==> config.mk <==
export PLATFORM = sky130hd
export DESIGN_NAME = mem_share_top
export DESIGN_NICKNAME = d
export VERILOG_FILES = /design/src/verilog/mem_share_pkg.sv /design/src/verilog/mem_share_top.sv /design/src/verilog/resp_router.sv /design/src/verilog/shared_ram.sv /design/src/verilog/req_issue_reg.sv /design/src/verilog/rrarbiter.sv /design/src/verilog/lzc.sv
export SDC_FILE = /design/constraint.sdc
export NUM_CORES = 2
export LEC_CHECK = 0
export ABC_CLOCK_PERIOD_IN_PS = 6600
export BUFFER_PORTS_ARGS = -buffer_cell sky130_fd_sc_hd__buf_2
export CAP_MARGIN = 5
export CORE_ASPECT_RATIO = 1.25
export CORE_MARGIN = 2
export CORE_UTILIZATION = 25
export CTS_BUF_LIST = sky130_fd_sc_hd__clkbuf_8
export CTS_CLUSTER_SIZE = 30
export DETAILED_ROUTE_END_ITERATION = 7
export GPL_TIMING_DRIVEN = 0
export PLACE_DENSITY = 0.38
export SYNTH_ARGS = -nofsm -noshare
export SYNTH_HDL_FRONTEND = slang
export SYNTH_SLANG_ARGS = --single-unit
export TNS_END_PERCENT = 50
==> constraint.sdc <==
create_clock -name clk_i -period 6.6 [get_ports clk_i]
set_clock_uncertainty 0.1 [all_clocks]
set_input_delay 0.99 -clock clk_i [delete_from_list [all_inputs] [get_ports clk_i]]
set_output_delay 0.99 -clock clk_i [all_outputs]
set_load 0.02 [all_outputs]
==> src/verilog/mem_share_pkg.sv <==
// shared constants and request/response structs for the shared memory design, imported by the RTL
`default_nettype none

package mem_share_pkg;

    // number of requesters sharing the memory
    localparam int unsigned NUM_PORTS = 4;
    // width of a port index / tag
    localparam int unsigned PORT_W = $clog2(NUM_PORTS);

    // word address width, gives a 64 word RAM
    localparam int unsigned ADDR_W = 6;
    localparam int unsigned MEM_DEPTH = 2 ** ADDR_W;
    localparam int unsigned DATA_W = 32;

    // request held by a requester until acked, 39 bits
    typedef struct packed {
        logic              we;
        logic [ADDR_W-1:0] addr;
        logic [DATA_W-1:0] wdata;
    } mem_req_t;

    // registered winner toward the RAM, 42 bits
    typedef struct packed {
        logic              valid;
        logic [PORT_W-1:0] tag;
        mem_req_t          req;
    } mem_issue_t;

    // registered RAM response, 36 bits
    // we is passed through so the router can skip write responses
    typedef struct packed {
        logic              valid;
        logic [PORT_W-1:0] tag;
        logic              we;
        logic [DATA_W-1:0] rdata;
    } mem_rsp_t;

endpackage

`default_nettype wire
==> src/verilog/mem_share_top.sv <==
// top level of the shared memory, ties the arbiter, issue register, RAM and router together
`timescale 1ns/1ps
`default_nettype none

module mem_share_top import mem_share_pkg::*; (
    input  logic                             clk_i,
    input  logic                             rst_ni,
    input  logic                             en_i,
    input  logic                             flush_i,
    input  logic [NUM_PORTS-1:0]             req_i,
    input  mem_req_t [NUM_PORTS-1:0]         port_req_i,
    output logic [NUM_PORTS-1:0]             ack_o,
    output logic [NUM_PORTS-1:0]             rsp_valid_o,
    output logic [NUM_PORTS-1:0][DATA_W-1:0] rsp_data_o
);

    // grant of the current cycle
    logic              arb_vld;
    logic [PORT_W-1:0] arb_idx;
    // pipeline toward and back from the RAM
    mem_issue_t        issue;
    mem_rsp_t          rsp;

    rrarbiter #(
        .NUM_REQ (NUM_PORTS)
    ) i_rrarbiter (
        .clk_i   (clk_i),
        .rst_ni  (rst_ni),
        .flush_i (flush_i),
        .en_i    (en_i),
        .req_i   (req_i),
        .ack_o   (ack_o),
        .vld_o   (arb_vld),
        .idx_o   (arb_idx)
    );

    req_issue_reg i_req_issue_reg (
        .clk_i      (clk_i),
        .rst_ni     (rst_ni),
        .vld_i      (arb_vld),
        .idx_i      (arb_idx),
        .port_req_i (port_req_i),
        .issue_o    (issue)
    );

    shared_ram i_shared_ram (
        .clk_i   (clk_i),
        .rst_ni  (rst_ni),
        .issue_i (issue),
        .rsp_o   (rsp)
    );

    resp_router i_resp_router (
        .clk_i       (clk_i),
        .rst_ni      (rst_ni),
        .rsp_i       (rsp),
        .rsp_valid_o (rsp_valid_o),
        .rsp_data_o  (rsp_data_o)
    );

endmodule

`default_nettype wire

==> src/verilog/resp_router.sv <==
// routes RAM responses back to their port as a pulse and keeps each port's last read data
`timescale 1ns/1ps
`default_nettype none

module resp_router import mem_share_pkg::*; (
    input  logic                             clk_i,
    input  logic                             rst_ni,
    input  mem_rsp_t                         rsp_i,
    output logic [NUM_PORTS-1:0]             rsp_valid_o,
    output logic [NUM_PORTS-1:0][DATA_W-1:0] rsp_data_o
);

    // per-port hold of the last read data
    logic [NUM_PORTS-1:0][DATA_W-1:0] data_q;
    // read responses only, writes leave the hold alone
    logic [NUM_PORTS-1:0]             rd_hit;

    always_comb begin
        for (int k = 0; k < NUM_PORTS; k++) begin
            rsp_valid_o[k] = rsp_i.valid & (int'(rsp_i.tag) == k);
            rd_hit[k]      = rsp_valid_o[k] & ~rsp_i.we;
            // bypass so the data is visible in the pulse cycle
            rsp_data_o[k]  = rd_hit[k] ? rsp_i.rdata : data_q[k];
        end
    end

    always_ff @(posedge clk_i or negedge rst_ni) begin
        if (!rst_ni) begin
            data_q <= '0;
        end else begin
            for (int k = 0; k < NUM_PORTS; k++) begin
                if (rd_hit[k]) begin
                    data_q[k] <= rsp_i.rdata;
                end
            end
        end
    end

    // at most one port sees a response per cycle
    a_rsp_onehot : assert property (@(posedge clk_i) disable iff (!rst_ni)
        $onehot0(rsp_valid_o))
        else $error("rsp_valid_o not one-hot");

endmodule

`default_nettype wire

==> src/verilog/shared_ram.sv <==
// single-port synchronous RAM shared by all ports, returns the access tag one cycle later
`timescale 1ns/1ps
`default_nettype none

module shared_ram import mem_share_pkg::*; (
    input  logic       clk_i,
    input  logic       rst_ni,
    input  mem_issue_t issue_i,
    output mem_rsp_t   rsp_o
);

    // storage, starts uninitialized
    logic [DATA_W-1:0] mem_q [MEM_DEPTH];
    logic              valid_q;
    logic [PORT_W-1:0] tag_q;
    logic              we_q;
    logic [DATA_W-1:0] rdata_q;

    // response valid tracks issue valid with one cycle delay
    always_ff @(posedge clk_i or negedge rst_ni) begin
        if (!rst_ni) begin
            valid_q <= 1'b0;
        end else begin
            valid_q <= issue_i.valid;
        end
    end

    // one access per cycle, read or write
    always_ff @(posedge clk_i) begin
        if (issue_i.valid) begin
            tag_q <= issue_i.tag;
            we_q  <= issue_i.req.we;
            if (issue_i.req.we) begin
                mem_q[issue_i.req.addr] <= issue_i.req.wdata;
            end else begin
                rdata_q <= mem_q[issue_i.req.addr];
            end
        end
    end

    assign rsp_o = '{valid: valid_q, tag: tag_q, we: we_q, rdata: rdata_q};

endmodule

`default_nettype wire

==> src/verilog/req_issue_reg.sv <==
// registers the granted port's request with its tag, feeding the shared RAM
`timescale 1ns/1ps
`default_nettype none

module req_issue_reg import mem_share_pkg::*; (
    input  logic                      clk_i,
    input  logic                      rst_ni,
    input  logic                      vld_i,
    input  logic [PORT_W-1:0]         idx_i,
    input  mem_req_t [NUM_PORTS-1:0]  port_req_i,
    output mem_issue_t                issue_o
);

    // winner's request, picked by the arbiter index
    mem_req_t          sel_req;
    logic              valid_q;
    logic [PORT_W-1:0] tag_q;
    mem_req_t          req_q;

    assign sel_req = port_req_i[idx_i];

    // valid is the only control bit here
    always_ff @(posedge clk_i or negedge rst_ni) begin
        if (!rst_ni) begin
            valid_q <= 1'b0;
        end else begin
            valid_q <= vld_i;
        end
    end

    // payload only loads on a grant
    always_ff @(posedge clk_i) begin
        if (vld_i) begin
            tag_q <= idx_i;
            req_q <= sel_req;
        end
    end

    assign issue_o = '{valid: valid_q, tag: tag_q, req: req_q};

    // a grant shows up one cycle later with the granted port as tag
    a_issue_tag : assert property (@(posedge clk_i) disable iff (!rst_ni)
        vld_i |=> (issue_o.valid && (issue_o.tag == $past(idx_i))))
        else $error("issued tag differs from granted index");

endmodule

`default_nettype wire

==> src/verilog/rrarbiter.sv <==
// round-robin arbiter with lookahead, grants one requester per cycle with enable and flush
`timescale 1ns/1ps
`default_nettype none

module rrarbiter #(
    parameter int unsigned NUM_REQ = 4
) (
    input  logic                       clk_i,
    input  logic                       rst_ni,
    // clears the round-robin pointer
    input  logic                       flush_i,
    // no grant at all while low
    input  logic                       en_i,
    input  logic [NUM_REQ-1:0]         req_i,
    output logic [NUM_REQ-1:0]         ack_o,
    output logic                       vld_o,
    output logic [$clog2(NUM_REQ)-1:0] idx_o
);

    localparam int unsigned SEL_W = $clog2(NUM_REQ);

    // next winner and last granted index
    logic [SEL_W-1:0] arb_sel_d;
    logic [SEL_W-1:0] arb_sel_q;

    if (NUM_REQ == 2) begin : g_two
        // pointer 0 favours port 1, pointer 1 favours port 0
        assign arb_sel_d = req_i[1] & (~arb_sel_q[0] | ~req_i[0]);
        assign vld_o     = en_i & (|req_i);
        assign ack_o[0]  = en_i & req_i[0] & (arb_sel_q[0] | ~req_i[1]);
        assign ack_o[1]  = en_i & arb_sel_d[0];
    end else begin : g_multi
        // requests strictly above the pointer
        logic [NUM_REQ-1:0] masked_above;
        // requests at or below the pointer, used on wrap
        logic [NUM_REQ-1:0] masked_wrap;
        logic [SEL_W-1:0]   above_idx;
        logic [SEL_W-1:0]   wrap_idx;
        logic               no_above;
        logic               no_wrap;

        always_comb begin
            for (int k = 0; k < NUM_REQ; k++) begin
                masked_above[k] = req_i[k] & (k > int'(arb_sel_q));
                masked_wrap[k]  = req_i[k] & (k <= int'(arb_sel_q));
            end
        end

        // first asking port above the last winner
        lzc #(
            .WIDTH (NUM_REQ)
        ) i_above_ff1 (
            .in_i    (masked_above),
            .cnt_o   (above_idx),
            .empty_o (no_above)
        );

        // first asking port from the bottom, after wrap
        lzc #(
            .WIDTH (NUM_REQ)
        ) i_wrap_ff1 (
            .in_i    (masked_wrap),
            .cnt_o   (wrap_idx),
            .empty_o (no_wrap)
        );

        // the two halves cover the whole vector, so both empty means no request
        assign vld_o     = en_i & ~(no_above & no_wrap);
        assign arb_sel_d = no_above ? wrap_idx : above_idx;

        always_comb begin
            for (int k = 0; k < NUM_REQ; k++) begin
                ack_o[k] = vld_o & (int'(arb_sel_d) == k);
            end
        end
    end

    assign idx_o = arb_sel_d;

    // pointer moves only on a real grant
    always_ff @(posedge clk_i or negedge rst_ni) begin
        if (!rst_ni) begin
            arb_sel_q <= '0;
        end else if (flush_i) begin
            arb_sel_q <= '0;
        end else if (vld_o) begin
            arb_sel_q <= arb_sel_d;
        end
    end

    initial begin
        assert (NUM_REQ >= 2) else $fatal(1, "rrarbiter needs at least 2 requesters");
    end

    // grant and valid always agree
    a_ack_vld : assert property (@(posedge clk_i) disable iff (!rst_ni)
        |ack_o |-> vld_o)
        else $error("ack without vld");
    a_vld_ack : assert property (@(posedge clk_i) disable iff (!rst_ni)
        vld_o |-> |ack_o)
        else $error("vld without ack");
    // disabled arbiter grants nothing
    a_no_en : assert property (@(posedge clk_i) disable iff (!rst_ni)
        !en_i |-> (ack_o == '0))
        else $error("ack while disabled");
    // index output points at the granted port
    a_ack_idx : assert property (@(posedge clk_i) disable iff (!rst_ni)
        vld_o |-> ack_o[idx_o])
        else $error("idx_o and ack_o mismatch");
    a_onehot : assert property (@(posedge clk_i) disable iff (!rst_ni)
        $onehot0(ack_o))
        else $error("ack_o not one-hot");

endmodule

`default_nettype wire

==> src/verilog/lzc.sv <==
// lowest-set-bit finder tree, used by the arbiter as its first-one finder
`timescale 1ns/1ps
`default_nettype none

module lzc #(
    parameter int unsigned WIDTH = 4
) (
    input  logic [WIDTH-1:0]         in_i,
    output logic [$clog2(WIDTH)-1:0] cnt_o,
    output logic                     empty_o
);

    // tree depth and padded leaf count
    localparam int unsigned CNT_W = $clog2(WIDTH);
    localparam int unsigned NUM_LEAF = 2 ** CNT_W;

    // input padded up to a power of two, upper bits never set
    logic [NUM_LEAF-1:0] in_pad;
    // heap-ordered nodes, node n has children 2n+1 (lower bits) and 2n+2
    logic [NUM_LEAF-2:0] node_vld;
    logic [CNT_W-1:0]    node_idx [NUM_LEAF-1];

    assign in_pad = NUM_LEAF'(in_i);

    for (genvar lvl = 0; lvl < CNT_W; lvl++) begin : g_level
        for (genvar n = 0; n < 2 ** lvl; n++) begin : g_node
            localparam int unsigned NODE = 2 ** lvl - 1 + n;
            if (lvl == CNT_W - 1) begin : g_leaf
                // leaf looks at one pair of input bits
                assign node_vld[NODE] = in_pad[2*n] | in_pad[2*n+1];
                assign node_idx[NODE] = in_pad[2*n] ? CNT_W'(2 * n) : CNT_W'(2 * n + 1);
            end else begin : g_inner
                // lower half wins whenever it has a set bit
                assign node_vld[NODE] = node_vld[2*NODE+1] | node_vld[2*NODE+2];
                assign node_idx[NODE] = node_vld[2*NODE+1] ? node_idx[2*NODE+1]
                                                           : node_idx[2*NODE+2];
            end
        end
    end

    // root carries the result
    assign cnt_o   = node_idx[0];
    assign empty_o = ~node_vld[0];

endmodule

`default_nettype wire

* After elaboration in Yosys (flattened, before gate mapping)
Memories as Yosys holds them, arrays and structs flattened. A register that Yosys moved wholly into a read port is not among the register bits.
Cells that the tools add are included.
** Storage, ports and cells
- Flip-flop bits (word level) :: 176
- Latch bits :: 0
- RAM bits :: 2048
- Bits in read-only memories :: 0
- Word-level logic and storage cells :: 78
- Memories :: 1
** Memory list
- i_shared_ram.mem_q :: words 64, width 32, rd ports 1, clocked after Yosys merged registers in 1, write ports 1, line shared_ram.sv:13 : logic [DATA_W-1:0] mem_q [MEM_DEPTH];
** Cells by class
- Add/sub/neg operators :: 0
- Multipliers :: 0
- Divide/modulo/power cells :: 0
- Magnitude comparators :: 7
- Equality and inequality tests :: 6
- Shifts and indexed selects :: 0
- Mux-type cells :: 17
- Bitwise gates (word level) :: 30
- Reduce and logical (&&, ||, !) cells :: 4
** Operator list (number)
- two-way mux 32 bit :: 4
- binary-select mux 39 bit (select 2 bit) :: 1
- two-way mux 39 bit :: 1
- AND 1 bit :: 20
- two-way mux 2 bit :: 5
- == test 2 bit (second input constant) :: 4
- two-way mux 1 bit :: 6
- inverter 1 bit :: 5
- bitwise OR 1 bit :: 5
- == test 2 x 1 -> 1 bit (second input constant) :: 2
- > comparator 2 bit (first input constant) :: 2
- <= comparator 2 bit (first input constant) :: 2
- zero test 2 bit :: 2
- less-than comparator 2 x 3 -> 1 bit (second input constant) :: 1
- > comparator 1 x 2 -> 1 bit (first input constant) :: 1
- <= comparator 1 x 2 -> 1 bit (first input constant) :: 1
- AND reduction 2 bit :: 1
- nonzero test 2 bit :: 1

* Longest topological paths before layout
- Depth in word-level cells :: 10
- Mapped depth :: 11

* Hierarchy
A second synthesis with hierarchy kept.
** Second synthesis, totals
- Cell total of the unflattened synthesis :: 4848
- Area total of the unflattened synthesis :: 85966.2 um2
** By module, submodules not included
- shared_ram :: times used 1, cells an instance 4442, area each 78626.7 um2, seq. area each 62575.0 um2
- resp_router :: times used 1, cells an instance 281, area each 4877.2 um2, seq. area each 3203.1 um2
- req_issue_reg :: times used 1, cells an instance 90, area each 2197.1 um2, seq. area each 1256.2 um2
- rrarbiter :: times used 1, cells an instance 27, area each 215.2 um2, seq. area each 50.0 um2
- lzc :: times used 2, cells an instance 4, area each 25.0 um2, seq. area each 0.0 um2

* Worst setup path after synthesis
No wires, ideal clock.
- Path type :: input to output
- From :: in req_i[1]
- To :: out ack_o[2]
- Arrival :: 3.774 ns
- Setup slack :: 1.736 ns
- Cell stages on the path :: 4
- Path buffers :: 0
- Cells stage by stage :: nor2_1 > a21boi_1 > nand2_1 > nor2_1
** Between the ends
- Cells in the longest elaborated chain, start to end :: 8
** RTL lines
- start: declaration :: line mem_share_top.sv:10 : input logic [NUM_PORTS-1:0] req_i,
- AND 1 bit :: line rrarbiter.sv:45 : masked_wrap[k] = req_i[k] & (k <= int'(arb_sel_q));
- bitwise OR 1 bit :: line lzc.sv:30 : assign node_vld[NODE] = in_pad[2*n] | in_pad[2*n+1];
- bitwise OR 1 bit :: line lzc.sv:34 : assign node_vld[NODE] = node_vld[2*NODE+1] | node_vld[2*NODE+2];
- inverter 1 bit :: line lzc.sv:43 : assign empty_o = ~node_vld[0];
- AND 1 bit * :: line rrarbiter.sv:68 : assign vld_o = en_i & ~(no_above & no_wrap);
- inverter 1 bit * :: line rrarbiter.sv:68
- AND 1 bit * :: line rrarbiter.sv:68
- via arb_vld :: line mem_share_top.sv:18 : logic arb_vld;
- AND 1 bit * :: line rrarbiter.sv:73 : ack_o[k] = vld_o & (int'(arb_sel_d) == k);
- end: declaration :: line mem_share_top.sv:12 : output logic [NUM_PORTS-1:0] ack_o,
The timed path passes the listed nets; every way through them passes the cells marked *.

==> impl_metrics.yaml <==
status:
  violations: "max-capacitance violations, max-slew violations"
  outcome: "finished, violations left"
power_and_ir_drop:
  p_switching_uw: 10500
  swShare_pct: 30.1
  p_seq_share_pct: 48.0
  pwr-share-comb_pct: 16.9
  p_leak_uw: 0.0342
  max-vdd-ir-drop_v: 0.000168
  clock_power_share_pct: 35.0
  power.density_nw_per_um2: 330
  power.internal_uw: 24300
cells_and_area:
  n_fill_cell: 33500
  nets: 5974
  final_common_cell: "edfxtp_1"
  area_delta_synth_final_pct: 23.0
  multi_input_area_sq_um: 17400
  final_cell_mix: "2124 x edfxtp_1, 483 x a221oi_1, 425 x buf_2"
  final_cell_area_sq_um: 105000
  drive_gt1_share_pct: 24.3
  seq_area_sq_um: 67100
global_route:
  grt_max_degree: 71
  grt_antenna_before_repair: 29
  grt_overflow_total: 0
  grt_use_total_pct: 21.1
  grt_pass1_wl_microns: 497000
  first_global_vias: 54500
setup_path:
  r2r_cells: 9
  cpPeakStageDelay_ns: 1.33
  crit_buf_inv: 5
  worstPathCellList: "buf_2 -> inv_1 -> buf_2 -> nand2_1 -> buf_2 -> clkbuf_1 -> a21oi_1 -> a2111oi_0 -> nand4_1"
  cp_slowest_cell: "a2111oi_0"
  critPathTopFamily: "buffers and inverters"
  worstPathRequired_ns: 7.06
  timing.rr.start: "i_req_issue_reg.issue_o[37]"
  crit_cells: 9
  rrSetupSlack_ns: 0.91
  cp-end-kind: "flip-flop"
  crit_start: "i_req_issue_reg.issue_o[37]"
  arrival_ns: 6.15
  path_max_fanout: 10
  path_common_cell: "buf_2"
  start_kind: "flip-flop"
  path_class: "flip-flop to flip-flop"
logic_synthesis:
  yosys.area.top_type: "edfxtp_1"
  seq_area_frac_synth_pct: 78.3
  synthesis.area_per_instance_sq_um: 17.5
  synthTopCellsByArea: "edfxtp_1 74%, a221oi_1 4.9%, dfrtp_1 3.9%"
  async_flop_share_pct: 5.85
  syn_area_sq_um: 85600
  ys_types: 63
  ys_warn_count: 0
  ys_seq_elements: 2256
  synth-main-ff-cell: "edfxtp_1"
  synth_top_area_share_pct: 74.5
  syn_inst: 4901
  syn-num-nets: 5065
  synth_edf_count: 2124
worst_hold_path:
  hold_class: "input pin to flip-flop"
  whs_path_depth: 3
  min-delay-start: "port_req_i[66]"
sta:
  fmax_mhz: 176
  setup_viol: 0
  tightest_slew_ns: 1.63
  hold_viol: 0
  rsz0062_at_grt: "no"
  slew_viol_final: 2
  hold_slack_ns: 0.237
  slew_headroom_pct: -11.3
  min_period_ns: 5.69
  finalCritPeriodShare_pct: 86.2
  setup_tns_ns: 0
place:
  port_buffers: 299
  gp_congestion: 0.882
  place_area_sq_um: 98100
  dpl.hpwl_microns: 272000
die:
  design.die.area_sq_um: 347000
  dieHeight_microns: 658
  rows: 240
  start_util_pct: 25.1
  die_x_microns: 528
  core-area_sq_um: 341000
  ioPinCount: 300
cts:
  post_cts_buffers: 0
  tritoncts: "built"
  clk_latency_ns: 1.06
  cts_hold_buf: 3
  clockRootBuffer: "clkbuf_8"
  cts_max_level: 5
  cts_sinks: 2256
  post_cts_resized: 0
  numCtsBuffers: 397
  cts_buffer_depth: 4
  cts.clk_slew.worst_paths_ns: 0.06
detailed_routing:
  vias: 54800
  postRouteAntennaNets: 0
  via_per_inst: 5.16
  drt_wl_total_microns: 377000
  firstDrtPassIters: 8
  drc: 0
  detail_route.wl_per_cell_microns: 35.5
  drt-initial-drc-count: 6407
flow_run:
  maxCapViolCount: 1
## power groups by stage
stage          Clock (uW)  Combinational, uW  Sequential (uW)
2_1_floorplan           0               2460            17000
3_3_place_gp            0               4850            17500
3_5_place_dp            0               5830            17000
4_1_cts             12400               5850            16700
5_1_grt             13000               6080            16700
6_report            12200               5880            16700
## kinds of logic after synthesis
kind of cell / after synthesis / synth area share (%)
compound gates: 1259 / 11.2
simple gates: 658 / 3.50
mux: 345 / 4.97
buf+inv: 383 / 1.98
flops: 2256 / 78.3
## state kept, by name, indices dropped and copies added (netlist names)
| name | cells |
|---|---|
| i_shared_ram.rdata_q | 32 |
| i_req_issue_reg.issue_o | 39 |
| i_shared_ram.we_q | 1 |
| i_resp_router.data_q | 128 |
| i_shared_ram.valid_q | 1 |
| i_shared_ram.tag_q | 2 |
| i_req_issue_reg.tag_q | 2 |
| i_shared_ram.mem_q | 2048 |
| i_req_issue_reg.valid_q | 1 |
| i_rrarbiter.arb_sel_q | 2 |
## layout make-up
cell class                      count  share of cell area [%]
Timing Repair Buffer              510                    6.03
Tap cell                         4477                    5.32
Inverter                            8                  0.0285
Clock inverter                    297                    1.46
Sequential cell                  2256                    63.7
Clock buffer                      409                    5.34
Multi-Input combinational cell   2262                    16.5
Antenna cell                       20                  0.0475
Buffer                            375                    1.58
## synthesized netlist by cell type, types with 5 or more instances
cell type  instances
dfrtp_1          132
a221o_1           14
buf_4             15
edfxtp_1        2124
nand2_1          247
nor4_1            14
a21oi_1           91
mux2i_1           62
a22o_1            29
nand4_1           27
nand3_1           12
o21ai_0           67
a2111oi_0         13
a22oi_1          285
or3_1             14
clkbuf_1         179
a211oi_1           8
o22a_1            16
mux4_2            40
o221ai_1           9
a221oi_1         483
a21boi_0          11
o22ai_1          113
and3_1            43
nand2b_1           5
nor2b_1            9
a31oi_1           67
mux2_2           243
buf_6              6
nor2_1           161
inv_1              5
o21a_1            12
buf_1             53
a311o_1           12
buf_2            122
nor3_1           104
o21ai_1            5
## worst reg2reg max path, stage by stage (launching register included)
cell and delay, ns:
edfxtp_1 0.46, buf_2 0.26, inv_1 0.09, buf_2 0.27
nand2_1 0.55, buf_2 0.59, clkbuf_1 0.70, a21oi_1 0.33
a2111oi_0 1.33, nand4_1 0.54
## routing by layer
metal	GRT usage, %	vias up	wire length (microns)
met5	0	-	120
met4	8.91	16	17400
met3	4.34	728	29000
met2	35.2	2847	181000
met1	26.4	28800	149000
li1	-	22300	-
## stage by stage
stage | total power (uW) | utilization, % | worst slack [ns] | instances
2_1_floorplan | 19500 | - | 1.74 | 4901
4_1_cts | 35000 | 30.8 | 0.995 | 10600
5_1_grt | 35800 | 30.8 | 1.09 | 10600
3_5_place_dp | 22800 | 28.7 | 1.07 | 9882
3_3_place_gp | 22400 | 27.2 | -2.39 | 9677
6_report | 34700 | 30.9 | 0.909 | 10600
## worst paths after layout
check                                                    to
worst min-delay path            i_req_issue_reg.issue_o[27]
max in group asynchronous         i_resp_router.data_q[107]
min in group asynchronous          i_resp_router.data_q[10]
worst max-delay path                i_shared_ram.rdata_q[5]
worst min register to register     i_resp_router.data_q[18]
worst max register to register      i_shared_ram.rdata_q[5]
No activity file was read; power rests on OpenSTA's default activity.
